===== src/common/lsu_consts.svh =====
`ifndef LSU_CONSTS_SVH
`define LSU_CONSTS_SVH

// ##########################################################################
// Cluster sizes
// ##########################################################################

`define DISP_SIZE    4   // Slots per dispatch group.
`define MEM_Q_SIZE   4   // Memory queue entries.
`define MEM_Q_IDX_W  2   // Queue index width.

// ##########################################################################
// Datapath and L1D geometry
// ##########################################################################

`define XLEN         32  // Data and address width.
`define RD_W         6   // Destination tag width.
`define L1D_WORDS    64  // Words in the data array.
`define L1D_IDX_W    6   // Word index width.

`endif


===== src/common/lsu_pkg.sv =====
`include "lsu_consts.svh"

package lsu_pkg;

   // ##########################################################################
   // Instruction encoding
   // ##########################################################################

   typedef enum logic {
      MEM_LOAD  = 1'b0,   // Word load.
      MEM_STORE = 1'b1    // Word store.
   } mem_op_e;

   // One dispatched memory instruction, operands already read.
   typedef struct packed {
      mem_op_e          op;
      logic [`XLEN-1:0] base;
      logic [`XLEN-1:0] offset;
      logic [`XLEN-1:0] sdata;    // Only meaningful for stores.
      logic [`RD_W-1:0] rd;       // Only meaningful for loads.
   } disp_t;

   // ##########################################################################
   // Memory queue
   // ##########################################################################

   typedef enum logic [1:0] {
      ENT_FREE   = 2'd0,
      ENT_WAIT   = 2'd1,   // Holding, not yet sent to the pipe.
      ENT_ISSUED = 2'd2    // In the pipe, waiting for done.
   } entry_state_e;

   // Word index into the L1D. Sub-word bits are dropped, upper bits wrap.
   function automatic logic [`L1D_IDX_W-1:0] l1d_word_idx(
      input logic [`XLEN-1:0] addr
   );
      return addr[2 +: `L1D_IDX_W];
   endfunction

endpackage


===== src/common/l1d_if.sv =====
`timescale 1ns/100ps
`include "lsu_consts.svh"

interface l1d_if ();

   logic                  req;
   logic                  we;      // Store when set, load otherwise.
   logic [`L1D_IDX_W-1:0] idx;
   logic [`XLEN-1:0]      wdata;
   logic [`XLEN-1:0]      rdata;   // Valid the cycle after a read.

   modport master (
      output req, we, idx, wdata,
      input  rdata
   );

   modport slave (
      input  req, we, idx, wdata,
      output rdata
   );

endinterface


===== src/common/lsu_issue_if.sv =====
`timescale 1ns/100ps
`include "lsu_consts.svh"

interface lsu_issue_if import lsu_pkg::*; ();

   logic                    issue_valid;   // One-cycle pulse.
   disp_t                   issue_inst;
   logic [`MEM_Q_IDX_W-1:0] issue_index;

   logic                    done_valid;    // Pulsed at EX3.
   logic [`MEM_Q_IDX_W-1:0] done_index;

   modport sched (
      output issue_valid, issue_inst, issue_index,
      input  done_valid, done_index
   );

   modport pipe (
      input  issue_valid, issue_inst, issue_index,
      output done_valid, done_index
   );

endinterface


===== src/hw/lsu/lsu_disp_pick.sv =====
`timescale 1ns/100ps
`include "lsu_consts.svh"

module lsu_disp_pick import lsu_pkg::*; #(
   parameter int NUM = 0
) (
   input  logic [`DISP_SIZE-1:0] i_valids,
   input  disp_t                 i_data [`DISP_SIZE],
   output logic                  o_valid,
   output disp_t                 o_data
);

   // ##########################################################################
   // Rank search over the group
   // ##########################################################################

   // Slot order is program order, so the n-th set bit is the n-th instruction.
   logic [`DISP_SIZE-1:0] w_sel;

   always_comb begin
      int unsigned cnt;

      cnt   = 0;
      w_sel = '0;
      for (int i = 0; i < `DISP_SIZE; i++) begin
         if (i_valids[i]) begin
            if (cnt == NUM) begin
               w_sel[i] = 1'b1;
            end
            cnt = cnt + 1;
         end
      end
   end

   // One-hot mux of the selected slot.
   always_comb begin
      o_data = '0;
      for (int i = 0; i < `DISP_SIZE; i++) begin
         if (w_sel[i]) begin
            o_data = i_data[i];
         end
      end
   end

   assign o_valid = |w_sel;   // No such slot in this group.

endmodule


===== src/hw/lsu/lsu_l1d.sv =====
`timescale 1ns/100ps
`include "lsu_consts.svh"

module lsu_l1d (
   input logic  i_clk,
   l1d_if.slave l1d
);

   // ##########################################################################
   // Data array
   // ##########################################################################

   logic [`XLEN-1:0] r_mem [`L1D_WORDS];
   logic [`XLEN-1:0] r_rdata;

   always_ff @(posedge i_clk) begin
      if (l1d.req && l1d.we) begin
         r_mem[l1d.idx] <= l1d.wdata;
      end
   end

   // Read data held until the next read.
   always_ff @(posedge i_clk) begin
      if (l1d.req && !l1d.we) begin
         r_rdata <= r_mem[l1d.idx];
      end
   end

   assign l1d.rdata = r_rdata;

endmodule


===== src/hw/lsu/lsu_pipe.sv =====
`timescale 1ns/100ps
`include "lsu_consts.svh"

module lsu_pipe import lsu_pkg::*; (
   input  logic             i_clk,
   input  logic             i_reset,
   lsu_issue_if.pipe        issue,
   l1d_if.master            l1d,
   output logic             o_wb_valid,
   output logic [`RD_W-1:0] o_wb_rd,
   output logic [`XLEN-1:0] o_wb_data
);

   localparam int IDX_W = `MEM_Q_IDX_W;

   // ##########################################################################
   // EX1 address generation
   // ##########################################################################

   logic             r_ex1_valid;
   disp_t            r_ex1_inst;
   logic [IDX_W-1:0] r_ex1_index;
   logic [`XLEN-1:0] w_ex1_addr;

   always_ff @(posedge i_clk) begin
      if (i_reset) begin
         r_ex1_valid <= 1'b0;
      end else begin
         r_ex1_valid <= issue.issue_valid;
      end
      r_ex1_inst  <= issue.issue_inst;
      r_ex1_index <= issue.issue_index;
   end

   assign w_ex1_addr = r_ex1_inst.base + r_ex1_inst.offset;

   // ##########################################################################
   // EX2 L1D access
   // ##########################################################################

   logic                  r_ex2_valid;
   mem_op_e               r_ex2_op;
   logic [`L1D_IDX_W-1:0] r_ex2_idx;
   logic [`XLEN-1:0]      r_ex2_sdata;
   logic [`RD_W-1:0]      r_ex2_rd;
   logic [IDX_W-1:0]      r_ex2_index;

   always_ff @(posedge i_clk) begin
      if (i_reset) begin
         r_ex2_valid <= 1'b0;
      end else begin
         r_ex2_valid <= r_ex1_valid;
      end
      r_ex2_op    <= r_ex1_inst.op;
      r_ex2_idx   <= l1d_word_idx(w_ex1_addr);
      r_ex2_sdata <= r_ex1_inst.sdata;
      r_ex2_rd    <= r_ex1_inst.rd;
      r_ex2_index <= r_ex1_index;
   end

   assign l1d.req   = r_ex2_valid;
   assign l1d.we    = (r_ex2_op == MEM_STORE);   // Store lands at this edge.
   assign l1d.idx   = r_ex2_idx;
   assign l1d.wdata = r_ex2_sdata;

   // ##########################################################################
   // EX3 writeback and done
   // ##########################################################################

   logic             r_ex3_valid;
   mem_op_e          r_ex3_op;
   logic [`RD_W-1:0] r_ex3_rd;
   logic [IDX_W-1:0] r_ex3_index;

   always_ff @(posedge i_clk) begin
      if (i_reset) begin
         r_ex3_valid <= 1'b0;
      end else begin
         r_ex3_valid <= r_ex2_valid;
      end
      r_ex3_op    <= r_ex2_op;
      r_ex3_rd    <= r_ex2_rd;
      r_ex3_index <= r_ex2_index;
   end

   assign issue.done_valid = r_ex3_valid;
   assign issue.done_index = r_ex3_index;

   assign o_wb_valid = r_ex3_valid && (r_ex3_op == MEM_LOAD);
   assign o_wb_rd    = r_ex3_rd;
   assign o_wb_data  = l1d.rdata;   // Registered read from EX2.

   // An entry is in the pipe at most once.
   a_issue_unique: assert property (@(posedge i_clk) disable iff (i_reset)
      issue.issue_valid |-> !(r_ex1_valid && r_ex1_index == issue.issue_index)
                            && !(r_ex2_valid && r_ex2_index == issue.issue_index)
                            && !(r_ex3_valid && r_ex3_index == issue.issue_index));

endmodule


===== src/hw/lsu/lsu_scheduler.sv =====
`timescale 1ns/100ps
`include "lsu_consts.svh"

module lsu_scheduler import lsu_pkg::*; (
   input  logic        i_clk,
   input  logic        i_reset,
   input  logic [1:0]  i_disp_valid,
   input  disp_t       i_disp_inst [2],
   output logic        o_disp_ready,
   lsu_issue_if.sched  issue
);

   localparam int IDX_W = `MEM_Q_IDX_W;

   entry_state_e     r_state [`MEM_Q_SIZE];
   disp_t            r_inst  [`MEM_Q_SIZE];
   logic [IDX_W-1:0] r_age   [`MEM_Q_SIZE];   // Younger entries seen.

   logic [1:0]       w_accept;
   logic [IDX_W-1:0] w_num_acc;
   logic [IDX_W-1:0] w_alloc_idx [2];
   logic [1:0]       w_alloc_ok;
   logic [IDX_W:0]   w_free_cnt;

   logic             w_iss_valid;
   logic [IDX_W-1:0] w_iss_idx;
   logic [IDX_W-1:0] w_iss_age;

   // ##########################################################################
   // Allocation
   // ##########################################################################

   always_comb begin
      w_free_cnt     = '0;
      w_alloc_ok     = '0;
      w_alloc_idx[0] = '0;
      w_alloc_idx[1] = '0;
      for (int i = 0; i < `MEM_Q_SIZE; i++) begin
         if (r_state[i] == ENT_FREE) begin
            if (!w_alloc_ok[0]) begin
               w_alloc_idx[0] = IDX_W'(i);
               w_alloc_ok[0]  = 1'b1;
            end else if (!w_alloc_ok[1]) begin
               w_alloc_idx[1] = IDX_W'(i);
               w_alloc_ok[1]  = 1'b1;
            end
            w_free_cnt = w_free_cnt + 1'b1;
         end
      end
   end

   assign o_disp_ready = (w_free_cnt >= 2);   // Room for a full group.
   assign w_accept     = i_disp_valid & {2{o_disp_ready}};
   assign w_num_acc    = IDX_W'(w_accept[0]) + IDX_W'(w_accept[1]);

   // ##########################################################################
   // Oldest-first issue
   // ##########################################################################

   always_comb begin
      w_iss_valid = 1'b0;
      w_iss_idx   = '0;
      w_iss_age   = '0;
      for (int i = 0; i < `MEM_Q_SIZE; i++) begin
         if (r_state[i] == ENT_WAIT && (!w_iss_valid || r_age[i] > w_iss_age)) begin
            w_iss_valid = 1'b1;
            w_iss_idx   = IDX_W'(i);
            w_iss_age   = r_age[i];
         end
      end
   end

   assign issue.issue_valid = w_iss_valid;
   assign issue.issue_index = w_iss_idx;
   assign issue.issue_inst  = r_inst[w_iss_idx];

   always_ff @(posedge i_clk) begin
      if (i_reset) begin
         for (int i = 0; i < `MEM_Q_SIZE; i++) begin
            r_state[i] <= ENT_FREE;
            r_age[i]   <= '0;
         end
      end else begin
         for (int i = 0; i < `MEM_Q_SIZE; i++) begin
            if (issue.done_valid && issue.done_index == IDX_W'(i)) begin
               r_state[i] <= ENT_FREE;
            end else if (w_iss_valid && w_iss_idx == IDX_W'(i)) begin
               r_state[i] <= ENT_ISSUED;
            end
            if (r_state[i] != ENT_FREE) begin
               r_age[i] <= r_age[i] + w_num_acc;
            end
         end
         // First pick is older than the second.
         for (int p = 0; p < 2; p++) begin
            if (w_accept[p]) begin
               r_state[w_alloc_idx[p]] <= ENT_WAIT;
               r_age[w_alloc_idx[p]]   <= (p == 0) ? IDX_W'(w_accept[1]) : '0;
            end
         end
      end
   end

   always_ff @(posedge i_clk) begin
      for (int p = 0; p < 2; p++) begin
         if (w_accept[p]) begin
            r_inst[w_alloc_idx[p]] <= i_disp_inst[p];
         end
      end
   end

   // ##########################################################################
   // Checks
   // ##########################################################################

   // Each accepted instruction takes a free entry of its own.
   a_alloc_free: assert property (@(posedge i_clk) disable iff (i_reset)
      !$past(i_reset) |-> w_free_cnt == $past(w_free_cnt) - (IDX_W+1)'($past(w_num_acc))
                                       + (IDX_W+1)'($past(issue.done_valid)));

   a_done_issued: assert property (@(posedge i_clk) disable iff (i_reset)
      issue.done_valid |-> r_state[issue.done_index] == ENT_ISSUED);

endmodule


===== src/hw/lsu_top.sv =====
`timescale 1ns/100ps
`include "lsu_consts.svh"

module lsu_top import lsu_pkg::*; (
   input  logic                              i_clk,
   input  logic                              i_reset,

   input  logic [`DISP_SIZE-1:0]             i_disp_valid,
   input  logic [`DISP_SIZE-1:0]             i_disp_op,      // Set for a store.
   input  logic [`DISP_SIZE-1:0][`XLEN-1:0]  i_disp_base,
   input  logic [`DISP_SIZE-1:0][`XLEN-1:0]  i_disp_offset,
   input  logic [`DISP_SIZE-1:0][`XLEN-1:0]  i_disp_sdata,
   input  logic [`DISP_SIZE-1:0][`RD_W-1:0]  i_disp_rd,
   output logic                              o_disp_ready,

   output logic                              o_wb_valid,
   output logic [`RD_W-1:0]                  o_wb_rd,
   output logic [`XLEN-1:0]                  o_wb_data
);

   disp_t      w_disp_inst [`DISP_SIZE];
   disp_t      w_picked_inst [2];
   logic [1:0] w_picked_valid;

   lsu_issue_if issue_bus ();
   l1d_if       l1d_bus ();

   // ##########################################################################
   // Dispatch packing and pick
   // ##########################################################################

   for (genvar d_idx = 0; d_idx < `DISP_SIZE; d_idx++) begin : g_disp
      assign w_disp_inst[d_idx].op     = mem_op_e'(i_disp_op[d_idx]);
      assign w_disp_inst[d_idx].base   = i_disp_base[d_idx];
      assign w_disp_inst[d_idx].offset = i_disp_offset[d_idx];
      assign w_disp_inst[d_idx].sdata  = i_disp_sdata[d_idx];
      assign w_disp_inst[d_idx].rd     = i_disp_rd[d_idx];
   end

   for (genvar p_idx = 0; p_idx < 2; p_idx++) begin : g_pick
      lsu_disp_pick #(.NUM(p_idx)) u_disp_pick (
         .i_valids (i_disp_valid),
         .i_data   (w_disp_inst),
         .o_valid  (w_picked_valid[p_idx]),
         .o_data   (w_picked_inst[p_idx])
      );
   end

   // ##########################################################################
   // Queue, pipe and L1D
   // ##########################################################################

   lsu_scheduler u_scheduler (
      .i_clk        (i_clk),
      .i_reset      (i_reset),
      .i_disp_valid (w_picked_valid),
      .i_disp_inst  (w_picked_inst),
      .o_disp_ready (o_disp_ready),
      .issue        (issue_bus.sched)
   );

   lsu_pipe u_pipe (
      .i_clk      (i_clk),
      .i_reset    (i_reset),
      .issue      (issue_bus.pipe),
      .l1d        (l1d_bus.master),
      .o_wb_valid (o_wb_valid),
      .o_wb_rd    (o_wb_rd),
      .o_wb_data  (o_wb_data)
   );

   lsu_l1d u_l1d (
      .i_clk (i_clk),
      .l1d   (l1d_bus.slave)
   );

endmodule


===== config.mk =====
export PLATFORM = sky130hd
export DESIGN_NAME = lsu_top
export DESIGN_NICKNAME = d
export VERILOG_FILES = /design/src/common/lsu_pkg.sv /design/src/common/l1d_if.sv /design/src/common/lsu_issue_if.sv /design/src/hw/lsu/lsu_disp_pick.sv /design/src/hw/lsu/lsu_l1d.sv /design/src/hw/lsu/lsu_pipe.sv /design/src/hw/lsu/lsu_scheduler.sv /design/src/hw/lsu_top.sv
export VERILOG_INCLUDE_DIRS = /design/src /design/src/common
export SDC_FILE = /design/constraint.sdc
export NUM_CORES = 2
export LEC_CHECK = 0
export BUFFER_PORTS_ARGS = -buffer_cell sky130_fd_sc_hd__buf_2
export CAP_MARGIN = 20
export CORE_AREA = 2 2 482 388
export CTS_BUF_LIST = sky130_fd_sc_hd__clkbuf_4 sky130_fd_sc_hd__clkbuf_8
export CTS_CLUSTER_DIAMETER = 150
export CTS_CLUSTER_SIZE = 20
export DETAILED_ROUTE_END_ITERATION = 6
export DIE_AREA = 0 0 484 390
export GPL_TIMING_DRIVEN = 1
export PLACE_DENSITY = 0.7
export SLEW_MARGIN = 20
export SYNTH_ARGS = -nofsm -noshare
export SYNTH_HDL_FRONTEND = slang
export SYNTH_SLANG_ARGS = --single-unit
export TNS_END_PERCENT = 5

===== constraint.sdc =====
create_clock -name i_clk -period 7.3 [get_ports i_clk]
set_input_delay 0.73 -clock i_clk [delete_from_list [all_inputs] [get_ports i_clk]]
set_output_delay 0.73 -clock i_clk [all_outputs]
set_load 0.01 [all_outputs]

# == Yosys cells after proc, flatten, opt, wreduce, memory -nomap -nowiden ==
# Memory sizes are Yosys's and may differ from the RTL's. A register that Yosys moved wholly into a read port is not among the register bits.
# Index checks and enable logic that the tools add are counted.
# W data, S select, Z words.
# classes
div,0
n_mux,118
n_addsub,11
n_mul,0
reduce_logical,36
eq_ne,13
n_shift,0
n_bitwise,14
order_cmp,4
# op_table
operator,count
$mux W103,7
$logic_not A32 Y1,3
$mux W1,77
$eq A32 B1 Y1 const B,2
$mux W32,2
$mux W2,26
$add A32 B1 Y32 const B,1
$logic_and A1 B1 Y1,14
$eq A2 B1 Y1 const B,6
$logic_not A2 Y1,6
$mux W4,3
$or A1 B1 Y1,12
$mux W3,3
$add A2 B2 Y2,4
$add A8 B8 Y8,1
$eq A2 B2 Y1 const B,4
$reduce_bool A2 Y1,4
$add A3 B1 Y3 const B,2
$gt A2 B2 Y1,3
$add A1 B1 Y2 const B,2
$logic_not A1 Y1,4
$reduce_or A4 Y1,1
$ge A3 B2 Y1 const B,1
$logic_or A1 B1 Y1,3
other kinds (5),5
# word_totals
inputBits,418
out_inout_bits,40
latchBits,0
mem_count,4
mem_bits_rw,2476
romBits,0
regBits,61
# memory_table
memory,depth,word_bits,rd,rd_ports_with_merged_regs,write_ports,line_no,text
u_l1d.r_mem,64,32,1,1,1,lsu_l1d.sv:13,logic [`XLEN-1:0] r_mem [`L1D_WORDS];
u_scheduler.r_inst,4,103,1,1,2,lsu_scheduler.sv:16,disp_t r_inst [`MEM_Q_SIZE];
u_scheduler.r_age,4,2,4,0,6,lsu_scheduler.sv:17,logic [IDX_W-1:0] r_age [`MEM_Q_SIZE];
u_scheduler.r_state,4,2,4,0,6,lsu_scheduler.sv:15,entry_state_e r_state [`MEM_Q_SIZE];

# == Depth between registers and ports, before layout ==
# An unclocked memory read counts as a cell.
# logic_depth
word_depth,22
depth_mapped,20

# == By module ==
# A second synthesis with hierarchy kept.
# unflattened
hier_cells,7043
area_unflattened_um2,110544.8
# modules_own_cells
module,cells_per_inst,n_inst,area_each_um2,seq_area_each_um2
lsu_l1d,4436,1,78496.5,62459.9
lsu_scheduler,1408,1,21301.7,12692.2
lsu_disp_pick at g_pick[0].u_disp_pick,507,1,4454.3,0.0
lsu_disp_pick at g_pick[1].u_disp_pick,508,1,3448.3,0.0
lsu_pipe,184,1,2844.0,2322.2

# == Worst setup path before layout ==
# Ideal clock, no wire load.
# synth_timing
path_type,register to register
from,memory u_scheduler.r_state[0][1] (netlist bit)
to,memory u_scheduler.r_inst[2][0] (netlist bit) (enable)
slack_ns,2.012
t_arrival_ns,4.796
path_stages_with_launch,11
path_cell_list,dfxtp_1 > nor2_1 > inv_1 > ha_1 > xnor2_1 > ha_1 > xnor2_1 > a32o_1 > buf_4 > buf_2 > a21oi_1
# synth_rtl
element,line_no
"start, declared",lsu_scheduler.sv:15
"end, declared",lsu_scheduler.sv:16

==> metrics.md <==
| Metric | Value |
|---|---|
| Status | `complete, but fails checks` |
| Violated checks | `DRC` |
| Max Fclk | `0.172 GHz` |
| Routed wire length | `302 mm` |
| Clk_lat worst skew | `1020 ps` |
| CTS Hold Bufs | `0` |
| Sequential share of the synthesized area | `74.0%` |
| Main flop type after synthesis | `edfxtp_1` |
| Via count | `58000` |
| Count leader, synth | `edfxtp_1` |
| Synth area leaders | `edfxtp_1 (71%), mux4_2 (4.6%), mux2i_1 (4.1%)` |
| Share of post-route cells with drive strength above 1 | `20.6%` |
| Max stage delay on crit path | `650 ps` |
| Fin crit share | `79.8%` |
| Hold Crit Class | `in -> reg` |
| Top sig layer | `met5` |
| Met3 wire len | `43.5 mm` |
| Tot Pwr | `42900 µW` |
| Power density over the cells | `412 nW/µm²` |
| Synth warn | `0` |
| CTS sink count | `2432` |
| H-tree Lvls | `4` |
| DP Wirelength | `177 mm` |
| Total GRT Usage | `31.5%` |
| Met2 routed WL | `132 mm` |
| Grt ovf | `0` |
| Clock period minus worst slack | `5820 ps` |
| P_sw | `16800 µW` |
| Vias in the first global route | `54300` |
| MaxCap Viol Count | `0` |
| RSZ-0062 raised after global routing | `no` |
| Clock power share | `14.4%` |
| Clock transition at the registers of the reported paths | `120 ps` |
| Leakage Power | `0.0331 µW` |
| Logic pwr share | `38.5%` |
| Initial antenna violation count | `32` |
| M1 wire length | `114 mm` |
| Fillers | `13900` |
| Post-Syn Area | `97000 µm²` |
| I/O Buffers | `265` |
| Core footprint | `184000 µm²` |
| Final Max Tran Viols | `0` |
| Ports | `458` |
| Vias per inst | `7.00` |
| Layout area overhead | `7.48%` |
| Final Hold Vio Count | `0` |
| WL/cell | `36.5 µm` |
| Average size of a mapped cell | `17.4 µm²` |
| Worst Max-Slew Pin Slew | `1230 ps` |
| Switching share of total power | `39.1%` |
| CTS resizes | `0` |
| Rows | `141` |
| Most frequent CP cell | `nor2b_1` |
| Fin Clk Skew | `50.1 ps` |
| DRC errors left | `1` |
| Setup CP Type | `reg -> reg` |
| CTS Root Buffer Type | `clkbuf_8` |
| Fraction of registers with async set/reset | `0%` |
| Peak supply drop | `0.869 mV` |
| Crit path DAT | `6690 ps` |
| Die area | `189000 µm²` |
| First-pass GRT wire length | `418 mm` |
| CP Capture Type | `flop` |
| Nets | `6229` |
| Library cells used by synthesis | `86` |
| Critical path's slowest cell | `a21oi_1` |
| Non-Filler Instances | `8280` |
| Setup TNS | `0 ps` |
| Critical Path RT | `8160 ps` |
| Reg power frac | `47.1%` |
| Slew HR | `17.1%` |
| Post-DRT Antenna Nets | `0` |
| Max FO, Critical Path | `31` |
| GP Congestion | `0.897` |
| Clock Path Buffers | `3` |
| TritonRoute pass-1 iters | `7` |
| Total CTS buffers | `139` |
| Largest net degree at the start of global routing | `98` |
| 1st-iter DRT viols | `10500` |
| Synthesized flop and latch total | `2432` |
| Top cell type's share of synthesized area | `71.2%` |
| Critical Path Start Type | `flop` |
| Die Ht | `390 µm` |
| Initial Utilization | `52.7%` |
| Syn nets | `6023` |
| Post-synthesis cell count | `5577` |
| TritonCTS clock tree | `yes` |
| Setup Viol. Count Final | `0` |
| Post-CTS Setup Inserts | `0` |
| Pint | `26100 µW` |
| Commonest cells in the netlist | `edfxtp_1 (2300), mux2i_1 (400), a21oi_1 (271)` |
| Cells after DPL | `8071` |
| Post-synth EDFFs | `2300` |
| Cell accounting for the most synthesized area | `edfxtp_1` |
| Die X-Extent | `484 µm` |
| Crit path cell chain | `nor2b_1, nand2_1, ha_1, nor2b_1, a2bb2oi_1, o21ai_1, mux2_2, ha_1, nor2b_1, o21ai_0, a21oi_1, buf_4, mux2_2, ha_1, nor2b_1, o21ai_0, a21oi_1, nor3_4, buf_4, a221o_1` |
## routing by layer
metal	global-route usage (%)	vias to the layer above
li1	-	23100
met1	45.0	29800
met2	46.0	4432
met3	9.27	686
met4	11.5	34
met5	0	-
## final timing paths
check | startpoint | endpoint | slack, ps | cells after the start
worst max-delay path | u_scheduler.r_state[0][0] | u_pipe.r_ex1_inst[12] | 1480 | 20
worst max register to register | u_scheduler.r_state[0][0] | u_pipe.r_ex1_inst[12] | 1480 | 20
worst min-delay path | i_reset | u_pipe.l1d.req | 150 | 2
worst min register to register | u_pipe.r_ex1_inst[15] | u_pipe.l1d.wdata[9] | 330 | 0
## power groups by stage
| stage | combinational (µW) | sequential [µW] | clock [µW] |
|---|---|---|---|
| floorplan | 9490 | 20400 | 0 |
| global placement | 15900 | 20400 | 0 |
| detailed placement | 16100 | 20500 | 0 |
| CTS | 16100 | 20200 | 6190 |
| global route | 17000 | 20300 | 6650 |
| finish | 16500 | 20200 | 6190 |
## worst max-delay path: cells and delay by family, from the launching register on
family / cells / cell delay [ps]
simple gates: 6 / 780
flops: 1 / 410
compound gates: 7 / 2420
fa+ha+maj: 3 / 870
mux: 2 / 710
buf+inv: 2 / 500
## sequential cells by signal (all words and copies together) (netlist names), 2 cells and up
name	flops
u_l1d.r_mem	2048
u_scheduler.r_inst	220
u_pipe.r_ex1_inst	55
u_l1d.l1d.rdata	32
u_pipe.l1d.wdata	32
u_scheduler.r_age	8
u_scheduler.r_state	8
u_pipe.l1d.idx	6
u_pipe.o_wb_rd	6
u_pipe.r_ex2_rd	6
u_pipe.issue.done_index	2
u_pipe.r_ex1_index	2
u_pipe.r_ex2_index	2
## cells in the final DEF, fill, tap and decap left out, types with 28 or more instances in the layout
master and instances:
edfxtp_1 2300, mux2i_1 400, a21oi_1 268, buf_2 265
a221oi_1 206, nand2_1 201, mux4_2 197, buf_4 183
mux2_2 166, clkbuf_8 145, a22oi_1 142, nor2_1 124
a221o_1 102, dfxtp_1 97, a22o_1 95, o21ai_0 91
nor3_1 74, nand3_1 73, nor2_4 70, o22ai_1 64
clkbuf_4 44, a31oi_1 34, nand2b_1 28
## area by class of cell
class                   count  area (µm²)  share of cell area (%)
flip-flops and latches   2432       71800                    68.9
repair buffers            464        3040                    2.91
clock buffers             189        2330                    2.23
diodes                     11        27.5                  0.0264
inverters                  22        93.8                  0.0900
well taps                2431        3040                    2.92
clock inverters             7        58.8                  0.0564
multi-input cells        2724       23800                    22.9
## stage by stage
step | setup WS, ps | cell area (µm²) | hold WS (ps) | util [%]
final | 1480 | 104000 | 154 | 56.7
after global routing | 1060 | 104000 | 123 | 56.7
after CTS | 1540 | 104000 | 98.3 | 56.6
after detailed placement | 1590 | 102000 | 312 | 55.3
after global placement | 1580 | 102000 | 313 | 55.3
after floorplan | 2010 | 97000 | 310 | -
## logic make-up (layout without fill, tap and decap cells)
group,after synthesis,count (layout),synth area share (%)
multiplexers,767,767,10.7
adder cells (fa/ha/maj),28,28,0.369
flip-flops,2432,2432,74.0
XOR/XNOR,17,17,0.154
other,0,11,0
buffers and inverters,421,682,2.21
AO/OA/AOI/OAI,1176,1176,8.89
AND/OR/NAND/NOR,736,736,3.74
(Power assumes the default switching activity.)
